## src/common/decode_config.svh

```systemverilog
`ifndef DECODE_CONFIG_SVH
`define DECODE_CONFIG_SVH

`define XLEN        64
`define ILEN        32
`define REG_ADDR_W  5
`define OPCODE_W    7
`define F3_W        3
`define F7_W        7
`define ILL_CNT_W   16

`define OP_REG      7'b0110011 // add, sub
`define OP_IMM      7'b0010011 // addi, sltiu
`define OP_REG_W    7'b0111011 // addw
`define OP_LOAD     7'b0000011
`define OP_STORE    7'b0100011
`define OP_JAL      7'b1101111
`define OP_JALR     7'b1100111
`define OP_LUI      7'b0110111
`define OP_AUIPC    7'b0010111
`define OP_BRANCH   7'b1100011
`define OP_SYSTEM   7'b1110011

`define F3_ADD_SUB  3'b000
`define F3_ADDI     3'b000
`define F3_SLTIU    3'b011
`define F3_ADDW     3'b000
`define F3_LW       3'b010
`define F3_SD       3'b011
`define F3_JALR     3'b000
`define F3_BEQ      3'b000
`define F3_BNE      3'b001

`define F7_BASE     7'b0000000
`define F7_SUB      7'b0100000

`define EBREAK_WORD 32'h0010_0073

`endif

```

## src/common/decode_pkg.sv

```systemverilog
`include "decode_config.svh"

package decode_pkg;

    typedef struct packed {
        logic [`F7_W-1:0]       funct7;
        logic [`REG_ADDR_W-1:0] rs2;
        logic [`REG_ADDR_W-1:0] rs1;
        logic [`F3_W-1:0]       funct3;
        logic [`REG_ADDR_W-1:0] rd;
        logic [`OPCODE_W-1:0]   opcode;
    } r_fmt_t;

    typedef struct packed {
        logic [11:0]            imm_11_0;
        logic [`REG_ADDR_W-1:0] rs1;
        logic [`F3_W-1:0]       funct3;
        logic [`REG_ADDR_W-1:0] rd;
        logic [`OPCODE_W-1:0]   opcode;
    } i_fmt_t;

    typedef struct packed {
        logic [6:0]             imm_11_5;
        logic [`REG_ADDR_W-1:0] rs2;
        logic [`REG_ADDR_W-1:0] rs1;
        logic [`F3_W-1:0]       funct3;
        logic [4:0]             imm_4_0;
        logic [`OPCODE_W-1:0]   opcode;
    } s_fmt_t;

    typedef struct packed {
        logic                   imm_12;
        logic [5:0]             imm_10_5;
        logic [`REG_ADDR_W-1:0] rs2;
        logic [`REG_ADDR_W-1:0] rs1;
        logic [`F3_W-1:0]       funct3;
        logic [3:0]             imm_4_1;
        logic                   imm_11;
        logic [`OPCODE_W-1:0]   opcode;
    } b_fmt_t;

    typedef struct packed {
        logic [19:0]            imm_31_12;
        logic [`REG_ADDR_W-1:0] rd;
        logic [`OPCODE_W-1:0]   opcode;
    } u_fmt_t;

    typedef struct packed {
        logic                   imm_20;
        logic [9:0]             imm_10_1;
        logic                   imm_11;
        logic [7:0]             imm_19_12;
        logic [`REG_ADDR_W-1:0] rd;
        logic [`OPCODE_W-1:0]   opcode;
    } j_fmt_t;

    // one word read in six layouts
    typedef union packed {
        r_fmt_t r;
        i_fmt_t i;
        s_fmt_t s;
        b_fmt_t b;
        u_fmt_t u;
        j_fmt_t j;
    } inst_u;

    typedef enum logic [3:0] {
        alu_add  = 4'd0,
        alu_sub  = 4'd1,
        alu_subn = 4'd2, // zero flag inverted for beq
        alu_sltu = 4'd3,
        alu_and  = 4'd4
    } alu_op_e;

    typedef enum logic [1:0] {
        src_reg     = 2'd0,
        src_imm     = 2'd1,
        src_pc_imm  = 2'd2,
        src_four_pc = 2'd3 // link value pc + 4
    } alu_src_e;

    typedef enum logic [2:0] {
        imm_i = 3'd0,
        imm_s = 3'd1,
        imm_b = 3'd2,
        imm_u = 3'd3,
        imm_j = 3'd4
    } imm_sel_e;

    typedef enum logic [1:0] {
        ext_none      = 2'd0,
        ext_load_word = 2'd1,
        ext_word_sign = 2'd2, // sign-extend low 32 bits
        ext_jalr_mask = 2'd3  // clear bit 0 of target
    } ext_e;

    typedef struct packed {
        logic                   reg_wen;
        logic [`REG_ADDR_W-1:0] rd;
        logic [`REG_ADDR_W-1:0] rs1;
        logic [`REG_ADDR_W-1:0] rs2;
        alu_op_e                alu_op;
        alu_src_e               alu_src;
        imm_sel_e               imm_sel;
        ext_e                   ext;
        logic                   branch;
        logic                   jump;
        logic                   jalr;
        logic                   load;
        logic                   store;
        logic [7:0]             wmask;
        logic                   ebreak;
        logic                   illegal;
    } ctrl_t;

    typedef struct packed {
        logic [`XLEN-1:0] i;
        logic [`XLEN-1:0] s;
        logic [`XLEN-1:0] b;
        logic [`XLEN-1:0] u;
        logic [`XLEN-1:0] j;
    } imm_set_t;

    typedef struct packed {
        logic                   reg_wen;
        logic [`REG_ADDR_W-1:0] rd;
        logic [`REG_ADDR_W-1:0] rs1;
        logic [`REG_ADDR_W-1:0] rs2;
        alu_op_e                alu_op;
        alu_src_e               alu_src;
        ext_e                   ext;
        logic                   branch;
        logic                   jump;
        logic                   jalr;
        logic                   load;
        logic                   store;
        logic [7:0]             wmask;
        logic                   ebreak;
        logic                   illegal;
        logic [`XLEN-1:0]       imm;
        logic [`ILEN-1:0]       inst;
    } decoded_t;

endpackage

```

## src/decode/inst_ctrl.sv

```systemverilog
`timescale 1ns/1ns

`include "decode_config.svh"

module inst_ctrl (
    input  decode_pkg::inst_u inst,
    output decode_pkg::ctrl_t ctrl
);

    import decode_pkg::*;

    logic [`OPCODE_W-1:0] opcode;
    logic [`F3_W-1:0]     funct3;
    logic [`F7_W-1:0]     funct7;

    assign opcode = inst.r.opcode;
    assign funct3 = inst.r.funct3;
    assign funct7 = inst.r.funct7;

    always_comb begin
        ctrl.reg_wen = 1'b0;
        ctrl.rd      = '0;
        ctrl.rs1     = '0;
        ctrl.rs2     = '0;
        ctrl.alu_op  = alu_and;
        ctrl.alu_src = src_reg;
        ctrl.imm_sel = imm_i;
        ctrl.ext     = ext_none;
        ctrl.branch  = 1'b0;
        ctrl.jump    = 1'b0;
        ctrl.jalr    = 1'b0;
        ctrl.load    = 1'b0;
        ctrl.store   = 1'b0;
        ctrl.wmask   = 8'h00;
        ctrl.ebreak  = 1'b0;
        ctrl.illegal = 1'b0;
        case (opcode)
            `OP_REG: begin
                if (funct3 == `F3_ADD_SUB &&
                        (funct7 == `F7_BASE || funct7 == `F7_SUB)) begin
                    ctrl.reg_wen = 1'b1;
                    ctrl.rd      = inst.r.rd;
                    ctrl.rs1     = inst.r.rs1;
                    ctrl.rs2     = inst.r.rs2;
                    ctrl.alu_op  = (funct7 == `F7_SUB) ? alu_sub : alu_add;
                end else begin
                    ctrl.illegal = 1'b1;
                end
            end
            `OP_IMM: begin
                case (funct3)
                    `F3_ADDI, `F3_SLTIU: begin
                        ctrl.reg_wen = 1'b1;
                        ctrl.rd      = inst.i.rd;
                        ctrl.rs1     = inst.i.rs1;
                        ctrl.alu_src = src_imm;
                        ctrl.alu_op  = (funct3 == `F3_SLTIU) ? alu_sltu : alu_add;
                    end
                    default: ctrl.illegal = 1'b1;
                endcase
            end
            `OP_REG_W: begin
                if (funct3 == `F3_ADDW && funct7 == `F7_BASE) begin
                    ctrl.reg_wen = 1'b1;
                    ctrl.rd      = inst.r.rd;
                    ctrl.rs1     = inst.r.rs1;
                    ctrl.rs2     = inst.r.rs2;
                    ctrl.alu_op  = alu_add;
                    ctrl.ext     = ext_word_sign; // result truncated to 32 bits
                end else begin
                    ctrl.illegal = 1'b1;
                end
            end
            `OP_LOAD: begin
                if (funct3 == `F3_LW) begin
                    ctrl.reg_wen = 1'b1;
                    ctrl.rd      = inst.i.rd;
                    ctrl.rs1     = inst.i.rs1;
                    ctrl.alu_op  = alu_add;
                    ctrl.alu_src = src_imm; // address rs1 + imm
                    ctrl.load    = 1'b1;
                    ctrl.ext     = ext_load_word;
                end else begin
                    ctrl.illegal = 1'b1;
                end
            end
            `OP_STORE: begin
                if (funct3 == `F3_SD) begin
                    ctrl.rs1     = inst.s.rs1;
                    ctrl.rs2     = inst.s.rs2;
                    ctrl.alu_op  = alu_add;
                    ctrl.alu_src = src_imm;
                    ctrl.imm_sel = imm_s;
                    ctrl.store   = 1'b1;
                    ctrl.wmask   = 8'hff; // full doubleword
                end else begin
                    ctrl.illegal = 1'b1;
                end
            end
            `OP_JAL: begin
                ctrl.reg_wen = 1'b1;
                ctrl.rd      = inst.j.rd;
                ctrl.jump    = 1'b1;
                ctrl.alu_op  = alu_add;
                ctrl.alu_src = src_four_pc;
                ctrl.imm_sel = imm_j;
            end
            `OP_JALR: begin
                if (funct3 == `F3_JALR) begin
                    ctrl.reg_wen = 1'b1;
                    ctrl.rd      = inst.i.rd;
                    ctrl.rs1     = inst.i.rs1;
                    ctrl.jump    = 1'b1;
                    ctrl.jalr    = 1'b1;
                    ctrl.alu_op  = alu_add;
                    ctrl.alu_src = src_four_pc;
                    ctrl.ext     = ext_jalr_mask;
                end else begin
                    ctrl.illegal = 1'b1;
                end
            end
            `OP_LUI: begin
                ctrl.reg_wen = 1'b1;
                ctrl.rd      = inst.u.rd;
                ctrl.alu_op  = alu_add;
                ctrl.alu_src = src_imm; // x0 + imm
                ctrl.imm_sel = imm_u;
            end
            `OP_AUIPC: begin
                ctrl.reg_wen = 1'b1;
                ctrl.rd      = inst.u.rd;
                ctrl.alu_op  = alu_add;
                ctrl.alu_src = src_pc_imm;
                ctrl.imm_sel = imm_u;
            end
            `OP_BRANCH: begin
                case (funct3)
                    `F3_BEQ, `F3_BNE: begin
                        ctrl.rs1     = inst.b.rs1;
                        ctrl.rs2     = inst.b.rs2;
                        ctrl.branch  = 1'b1;
                        ctrl.imm_sel = imm_b;
                        ctrl.alu_op  = (funct3 == `F3_BEQ) ? alu_subn : alu_sub;
                    end
                    default: ctrl.illegal = 1'b1;
                endcase
            end
            `OP_SYSTEM: begin
                if (inst == `EBREAK_WORD) ctrl.ebreak = 1'b1;
                else ctrl.illegal = 1'b1; // ecall, csr ops not decoded
            end
            default: ctrl.illegal = 1'b1;
        endcase
    end

    always_comb begin
        assert (!(ctrl.illegal &&
                  (ctrl.reg_wen || ctrl.store || ctrl.branch || ctrl.jump)))
            else $error("illegal word decoded with an enable set");
        assert (!(ctrl.branch && ctrl.jump))
            else $error("branch and jump both set");
    end

endmodule

```

## src/decode/imm_gen.sv

```systemverilog
`timescale 1ns/1ns

`include "decode_config.svh"

module imm_gen (
    input  decode_pkg::inst_u    inst,
    output decode_pkg::imm_set_t imms
);

    logic sign;

    assign sign = inst.i.imm_11_0[11]; // bit 31 in every format

    assign imms.i = {{(`XLEN-12){sign}}, inst.i.imm_11_0};

    assign imms.s = {
        {(`XLEN-12){sign}},
        inst.s.imm_11_5,
        inst.s.imm_4_0
    };

    // bit 0 always zero
    assign imms.b = {
        {(`XLEN-13){sign}},
        inst.b.imm_12,
        inst.b.imm_11,
        inst.b.imm_10_5,
        inst.b.imm_4_1,
        1'b0
    };

    assign imms.u = {
        {(`XLEN-32){sign}},
        inst.u.imm_31_12,
        12'h000
    };

    assign imms.j = {
        {(`XLEN-21){sign}},
        inst.j.imm_20,
        inst.j.imm_19_12,
        inst.j.imm_11,
        inst.j.imm_10_1,
        1'b0
    };

endmodule

```

## src/logic/decode_merge.sv

```systemverilog
`timescale 1ns/1ns

`include "decode_config.svh"

module decode_merge (
    input  logic                   clk,
    input  logic                   rst,
    input  logic                   inst_valid,
    input  decode_pkg::inst_u      inst,
    input  decode_pkg::ctrl_t      ctrl,
    input  decode_pkg::imm_set_t   imms,
    output logic                   dec_valid,
    output decode_pkg::decoded_t   dec,
    output logic [`ILL_CNT_W-1:0]  illegal_count
);

    import decode_pkg::*;

    logic [`XLEN-1:0] imm_pick;
    logic             wen_eff;
    decoded_t         dec_next;

    always_comb begin
        case (ctrl.imm_sel)
            imm_s:   imm_pick = imms.s;
            imm_b:   imm_pick = imms.b;
            imm_u:   imm_pick = imms.u;
            imm_j:   imm_pick = imms.j;
            default: imm_pick = imms.i;
        endcase
    end

    // writes to x0 are dropped here
    assign wen_eff = ctrl.reg_wen && (ctrl.rd != '0) && !ctrl.illegal;

    always_comb begin
        dec_next.reg_wen = wen_eff;
        dec_next.rd      = ctrl.rd;
        dec_next.rs1     = ctrl.rs1;
        dec_next.rs2     = ctrl.rs2;
        dec_next.alu_op  = ctrl.alu_op;
        dec_next.alu_src = ctrl.alu_src;
        dec_next.ext     = ctrl.ext;
        dec_next.branch  = ctrl.branch;
        dec_next.jump    = ctrl.jump;
        dec_next.jalr    = ctrl.jalr;
        dec_next.load    = ctrl.load;
        dec_next.store   = ctrl.store;
        dec_next.wmask   = ctrl.wmask;
        dec_next.ebreak  = ctrl.ebreak;
        dec_next.illegal = ctrl.illegal;
        dec_next.imm     = imm_pick;
        dec_next.inst    = inst;
    end

    always_ff @(posedge clk) begin
        if (rst) begin
            dec_valid     <= 1'b0;
            dec           <= '0;
            illegal_count <= '0;
        end else begin
            dec_valid <= inst_valid;
            if (inst_valid) begin
                dec <= dec_next;
                if (ctrl.illegal && illegal_count != '1) begin
                    illegal_count <= illegal_count + 1'b1; // saturates
                end
            end
        end
    end

    assert property (@(posedge clk) disable iff (rst) dec_valid |-> $past(inst_valid))
        else $error("output strobe without input strobe");

    assert property (@(posedge clk) disable iff (rst)
            !$past(rst) |-> illegal_count >= $past(illegal_count))
        else $error("illegal count went down");

endmodule

```

## src/logic/decode_top.sv

```systemverilog
`timescale 1ns/1ns

`include "decode_config.svh"

module decode_top (
    input  logic                  clk,
    input  logic                  rst,
    input  logic                  inst_valid,
    input  logic [`ILEN-1:0]      inst,
    output logic                  dec_valid,
    output decode_pkg::decoded_t  dec,
    output logic [`ILL_CNT_W-1:0] illegal_count
);

    import decode_pkg::*;

    inst_u    inst_view;
    ctrl_t    ctrl;
    imm_set_t imms;

    assign inst_view = inst_u'(inst);

    inst_ctrl u_inst_ctrl (
        .inst (inst_view),
        .ctrl (ctrl)
    );

    imm_gen u_imm_gen (
        .inst (inst_view),
        .imms (imms)
    );

    decode_merge u_decode_merge (
        .clk           (clk),
        .rst           (rst),
        .inst_valid    (inst_valid),
        .inst          (inst_view),
        .ctrl          (ctrl),
        .imms          (imms),
        .dec_valid     (dec_valid),
        .dec           (dec),
        .illegal_count (illegal_count)
    );

endmodule

```

## config.mk

```make
export PLATFORM = sky130hd
export DESIGN_NAME = decode_top
export DESIGN_NICKNAME = d
export VERILOG_FILES = /design/src/common/decode_pkg.sv /design/src/decode/inst_ctrl.sv /design/src/decode/imm_gen.sv /design/src/logic/decode_merge.sv /design/src/logic/decode_top.sv
export VERILOG_INCLUDE_DIRS = /design/src /design/src/common
export SDC_FILE = /design/constraint.sdc
export NUM_CORES = 1
export LEC_CHECK = 0
export BUFFER_PORTS_ARGS = -buffer_cell sky130_fd_sc_hd__buf_2
export CORE_UTILIZATION = 45
export CTS_CLUSTER_SIZE = 16
export DETAILED_ROUTE_END_ITERATION = 8
export HOLD_SLACK_MARGIN = 0.12
export PLACE_DENSITY = 0.76
export SLEW_MARGIN = 20
export SYNTH_ARGS = -nofsm -noshare
export SYNTH_HDL_FRONTEND = slang
export SYNTH_SLANG_ARGS = --single-unit
export TNS_END_PERCENT = 5
```

## constraint.sdc

```tcl
create_clock -name clk -period 1.9 [get_ports clk]
set_input_delay 0.19 -clock clk [delete_from_list [all_inputs] [get_ports clk]]
set_output_delay 0.19 -clock clk [all_outputs]
set_load 0.02 [all_outputs]
```

== Word level (Yosys, flattened, before mapping) ==
Cells that the tools add are included.
W data, S select, Z words.
Storage, ports and cells
  output and inout bits: 152
  register bits after elaboration: 120
  bits of input ports: 35
  logic and storage cells: 100
Operators by class
  add/subtract/negate cells: 1
  muxes and demuxes: 44
  equality and inequality tests: 21
  reduce and logical (&&, ||, !) cells: 15
Operators with widths (number)
  $pmux W31 S4: 1
  $mux W20: 2
  $pmux W6 S6: 1
  $eq A7 B6 Y1 const B: 5
  $pmux W5 S7: 1
  $mux W11: 3
  $eq A32 B21 Y1 const B: 1
  $pmux W4 S8: 1
  $eq A7 B7 Y1 const B: 4
  $pmux W5 S4: 1
  $mux W19: 1
  $mux W9: 2
  $mux W1: 17
  $add A16 B1 Y16 const B: 1
  $ne A16 B16 Y1 const B: 1
  $eq A7 B5 Y1 const B: 2
  $mux W14: 1
  $pmux W2 S7: 1
  $eq A3 B2 Y1 const B: 4
  $pmux W3 S4: 1
  $mux W2: 5
  $mux W5: 2
  $pmux W1 S9: 1
  $eq A7 B2 Y1 const B: 1
  14 further kinds: 21

== Depth between registers and ports, before layout ==
  depth in word-level cells: 8
  depth in mapped cells: 9

== Hierarchy ==
A second synthesis with hierarchy kept.
Unflattened totals
  cell total of the unflattened synthesis: 1295
  area, all modules: 11071.9 µm²
Modules (own cells, without submodules)
  decode_merge: cells an instance 845, seq. area each 3042.9 µm², area each 7822.5 µm², times used 1
  imm_gen: cells an instance 321, seq. area each 0.0 µm², area each 2406.1 µm², times used 1
  inst_ctrl: cells an instance 129, seq. area each 0.0 µm², area each 843.3 µm², times used 1

== Least setup slack after synthesis ==
Ideal clock, no wire load.
  path kind: reg2reg
  start point: register u_decode_merge.illegal_count[0]
  end point: register u_decode_merge.illegal_count[0]
  arrival time: 2.125 ns
  clock period less this slack: 2.196 ns
  stages on the path, launching flop included: 10
  path slack: -0.296 ns
  path buffers: 2
  cells stage by stage: dfxtp_1 ha_1 inv_1 nor4b_1 nand4_1 nand2_1 buf_2 buf_2 o21ai_0 a21oi_1
On the way
  word-level cells in the longest chain between the ends: 3
  elaborated cells on any way between the ends: 4
  classes of those cells: 1 x add/sub; 1 x eq/ne; 2 x reduce/logical
RTL lines
  start: declaration: RTL line decode_merge.sv:14  | output logic [`ILL_CNT_W-1:0] illegal_count
  start signal: assignment: RTL line decode_merge.sv:66  | illegal_count <= illegal_count + 1'b1;
  branches (longest 3 deep; another with $add A16 B1 Y16)
Several ways; the timed one is not identified.
A chain may end at the register's enable or synchronous reset.

== Worst setup path in the final report ==
  start point: register u_decode_merge.illegal_count[12]
  end point: register u_decode_merge.illegal_count[7]
On the way
  word-level cells in the longest chain between the ends: 3
RTL lines
  $ne A16 B16 Y1: RTL line decode_merge.sv:65  | if (ctrl.illegal && illegal_count != '1) begin
  $logic_and A1 B1 Y1: RTL line decode_merge.sv:65
  $reduce_and A2 Y1 (no source line)
Every way passes these cells.

==> results.py <==
metrics = {
    "placement": {
        "port_buffers": 185,
        "gp_congestion": 0.862,
        "dp_cells": 937,
        "dp_slack_ps": -408,
        "dp_hpwl_um": 11400,
    },
    "run": {
        "maxCapViolCount": 0,
    },
    "synth": {
        "postSynthNetCount": 628,
        "syn_area_per_cell_um2": 8.84,
        "synth_top_family_by_area": "simple AND/OR/NAND/NOR gates",
        "synth_mux_area_frac": 0.0758,
        "synth_xor_area_frac": 0.00167,
        "ys_types": 59,
        "synth_edf_count": 0,
        "synth_seq_cells": 110,
        "synth_flop_cell": "dfxtp_1",
        "synth_compound_gate_area_share": 0.165,
        "async_flop_share": 0,
        "yosysSeqAreaShare": 0.421,
        "synth-simple-area-share": 0.235,
        "yosysWarnings": 0,
        "synthAdderAreaFrac": 0.00239,
        "netlist_instances": 592,
        "synth_area_um2": 5230,
    },
    "layout": {
        "seq_area_um2": 2210,
        "layout-drive-gt1-share": 0.417,
        "stdcell_count": 953,
        "area_delta_synth_final_pct": 34.5,
        "final_common_cell": "buf_2",
        "nFillCells": 964,
        "n_antenna_cell": 0,
        "nets": 841,
        "layout_common_cells": "buf_2, dfxtp_1, buf_4, nor2_1, a21oi_1",
        "multi_input_area_um2": 2600,
    },
    "hold_path": {
        "hp-class": "primary input to flop",
    },
    "clock_tree": {
        "root_buffer": "clkbuf_16",
        "clkSlewWorstSetupHoldPaths_ps": 80,
        "htree_levels": 3,
        "cts_tree": "yes",
        "post_cts_buffers": 0,
        "clk_latency_ps": 350,
        "clock_tree.buffer_depth": 2,
        "numClockSinks": 110,
        "numCtsBuffers": 9,
    },
    "timing": {
        "slew_violations": 0,
        "rsz0062_at_grt": "yes",
        "setup_slack_ps": 13.7,
        "clock_skew_ps": 8.31,
        "period_share": 0.993,
        "fin_crit_ps": 1890,
        "setup_tns_ps": 0,
        "fmax_ghz": 0.530,
        "hold_viol_final": 0,
        "setup_viol": 0,
    },
    "grt": {
        "grt_max_degree": 89,
        "grt_usage": 0.255,
        "overflow": 0,
        "grt_pass1_wl_um": 23600,
        "grt_pass1_vias": 4710,
        "antenna_found_initial": 0,
    },
    "floorplan": {
        "dieArea_um2": 12100,
        "core_um2": 11400,
        "rows": 39,
        "die_w_um": 110,
        "start_util": 0.460,
        "die_h_um": 110,
        "pin_count": 187,
    },
    "critical_path": {
        "worstPathMaxFanout": 25,
        "critPathArrivalTime_ps": 2130,
        "path_cells": "and3_1 -> and2_1 -> nand4_1 -> nand2_2 -> buf_12 -> nor4_2 -> mux2_2",
        "worstSetupEndpointType": "flop",
        "start_kind": "flop",
        "path_delay_family": "simple AND/OR/NAND/NOR gates",
        "path_class": "flop to flop",
        "required_ps": 2140,
        "slowest_stage": "mux2_2",
        "cp_slowest_stage_delay_ps": 370,
        "path_buf_inv": 1,
    },
    "power": {
        "p_leak_nw": 3.34,
        "peakVddDrop_uv": 462,
        "p_per_area_nw_per_um2": 747,
    },
    "routing": {
        "drc": 0,
        "drt_iter0_drc": 296,
        "wl_um": 15300,
        "drt-pass1-iter-count": 5,
        "ant_nets": 0,
        "vias_per_cell": 5.42,
        "dr_total_vias": 5164,
        "wl_per_cell_um": 16.0,
    },
    "run_status": {
        "outcome": "completed",
    },
}
-- state kept, by name (all words and copies together) (netlist names) --
register	count
u_decode_merge.illegal_count	16
u_decode_merge.dec_valid	1
u_decode_merge.dec	93
-- kinds of logic (layout without fill, tap and decap cells) --
family / after synthesis / after routing
buf+inv: 87 / 305
fa+ha+maj: 1 / 1
xor+xnor: 1 / 1
flops: 110 / 110
other cells: 1 / 1
mux: 38 / 38
simple gates: 230 / 230
compound gates: 124 / 124
-- final cells by class --
cell class              instances  share of cell area
inverters                       4             0.00213
clock inverters                 6              0.0105
multi-input cells             395               0.370
well taps                     143              0.0254
flip-flops and latches        110               0.314
repair buffers                285               0.246
clock buffers                  10              0.0325
-- worst register-to-register path, stage by stage (launching register included) --
cell and delay (ps):
dfxtp_1 310, and3_1 200, and2_1 170, nand4_1 150
nand2_2 100, buf_12 170, nor4_2 310, mux2_2 370
-- through the flow --
| stage | hold WS, ps | instance area [µm²] | util | power [mW] |
|---|---|---|---|---|
| after global placement | 436 | 6660 | 0.586 | 3.35 |
| after CTS | 149 | 6970 | 0.613 | 5.26 |
| after detailed placement | 445 | 6660 | 0.586 | 3.36 |
| after global routing | 178 | 7040 | 0.619 | 5.45 |
| final | 163 | 7040 | 0.619 | 5.25 |
| after floorplan | 299 | 5260 | - | 3.04 |
-- cells in the mapped netlist, types with 5 or more instances --
| master | count | area [µm²] |
|---|---|---|
| dfxtp_1 | 110 | 2200 |
| nor2_1 | 79 | 297 |
| buf_4 | 44 | 330 |
| a21oi_1 | 42 | 210 |
| mux2i_1 | 34 | 340 |
| clkbuf_1 | 24 | 90.1 |
| nand2_1 | 23 | 86.3 |
| nand3_1 | 23 | 115 |
| nand2b_1 | 19 | 119 |
| a211oi_1 | 18 | 135 |
| nor3_1 | 18 | 90.1 |
| a22o_1 | 17 | 149 |
| nor2b_1 | 14 | 87.6 |
| o21ai_0 | 13 | 65.1 |
| or4_1 | 12 | 90.1 |
| a31oi_1 | 9 | 56.3 |
| o31ai_1 | 9 | 67.6 |
| buf_2 | 8 | 40.0 |
| nand4_1 | 8 | 50.1 |
| buf_1 | 5 | 18.8 |
-- timing repair --
action / CTS / global route
setup endpoints to repair: 1 / 31
hold buffers: 0 / 0
gates resized for setup: 1 / 15
pin swaps: 0 / 6
-- routing by layer --
metal,vias to the layer above,GRT usage,share of wire
met4,0,0.0952,0.022
met2,211,0.405,0.46
met1,2415,0.336,0.44
met3,30,0.0563,0.076
met5,-,0,0
li1,2508,-,-
-- worst paths after layout --
check / slack, ps / cells after the start / from / endpoint
min reg2reg: 460 / 2 / u_decode_merge.dec[112] / u_decode_merge.dec[112]
max reg2reg: 10 / 7 / u_decode_merge.illegal_count[12] / u_decode_merge.illegal_count[7]
min: 160 / 3 / inst[5] / u_decode_merge.dec[5]
max: 10 / 7 / u_decode_merge.illegal_count[12] / u_decode_merge.illegal_count[7]
-- where the power goes --
group | switching, mW | total (mW) | internal, mW
Combinational | 0.542 | 0.880 | 0.337
Sequential | 0.0471 | 2.44 | 2.40
Clock | 0.895 | 1.93 | 1.04
Total | 1.48 | 5.25 | 3.77
(Power assumes the default switching activity.)
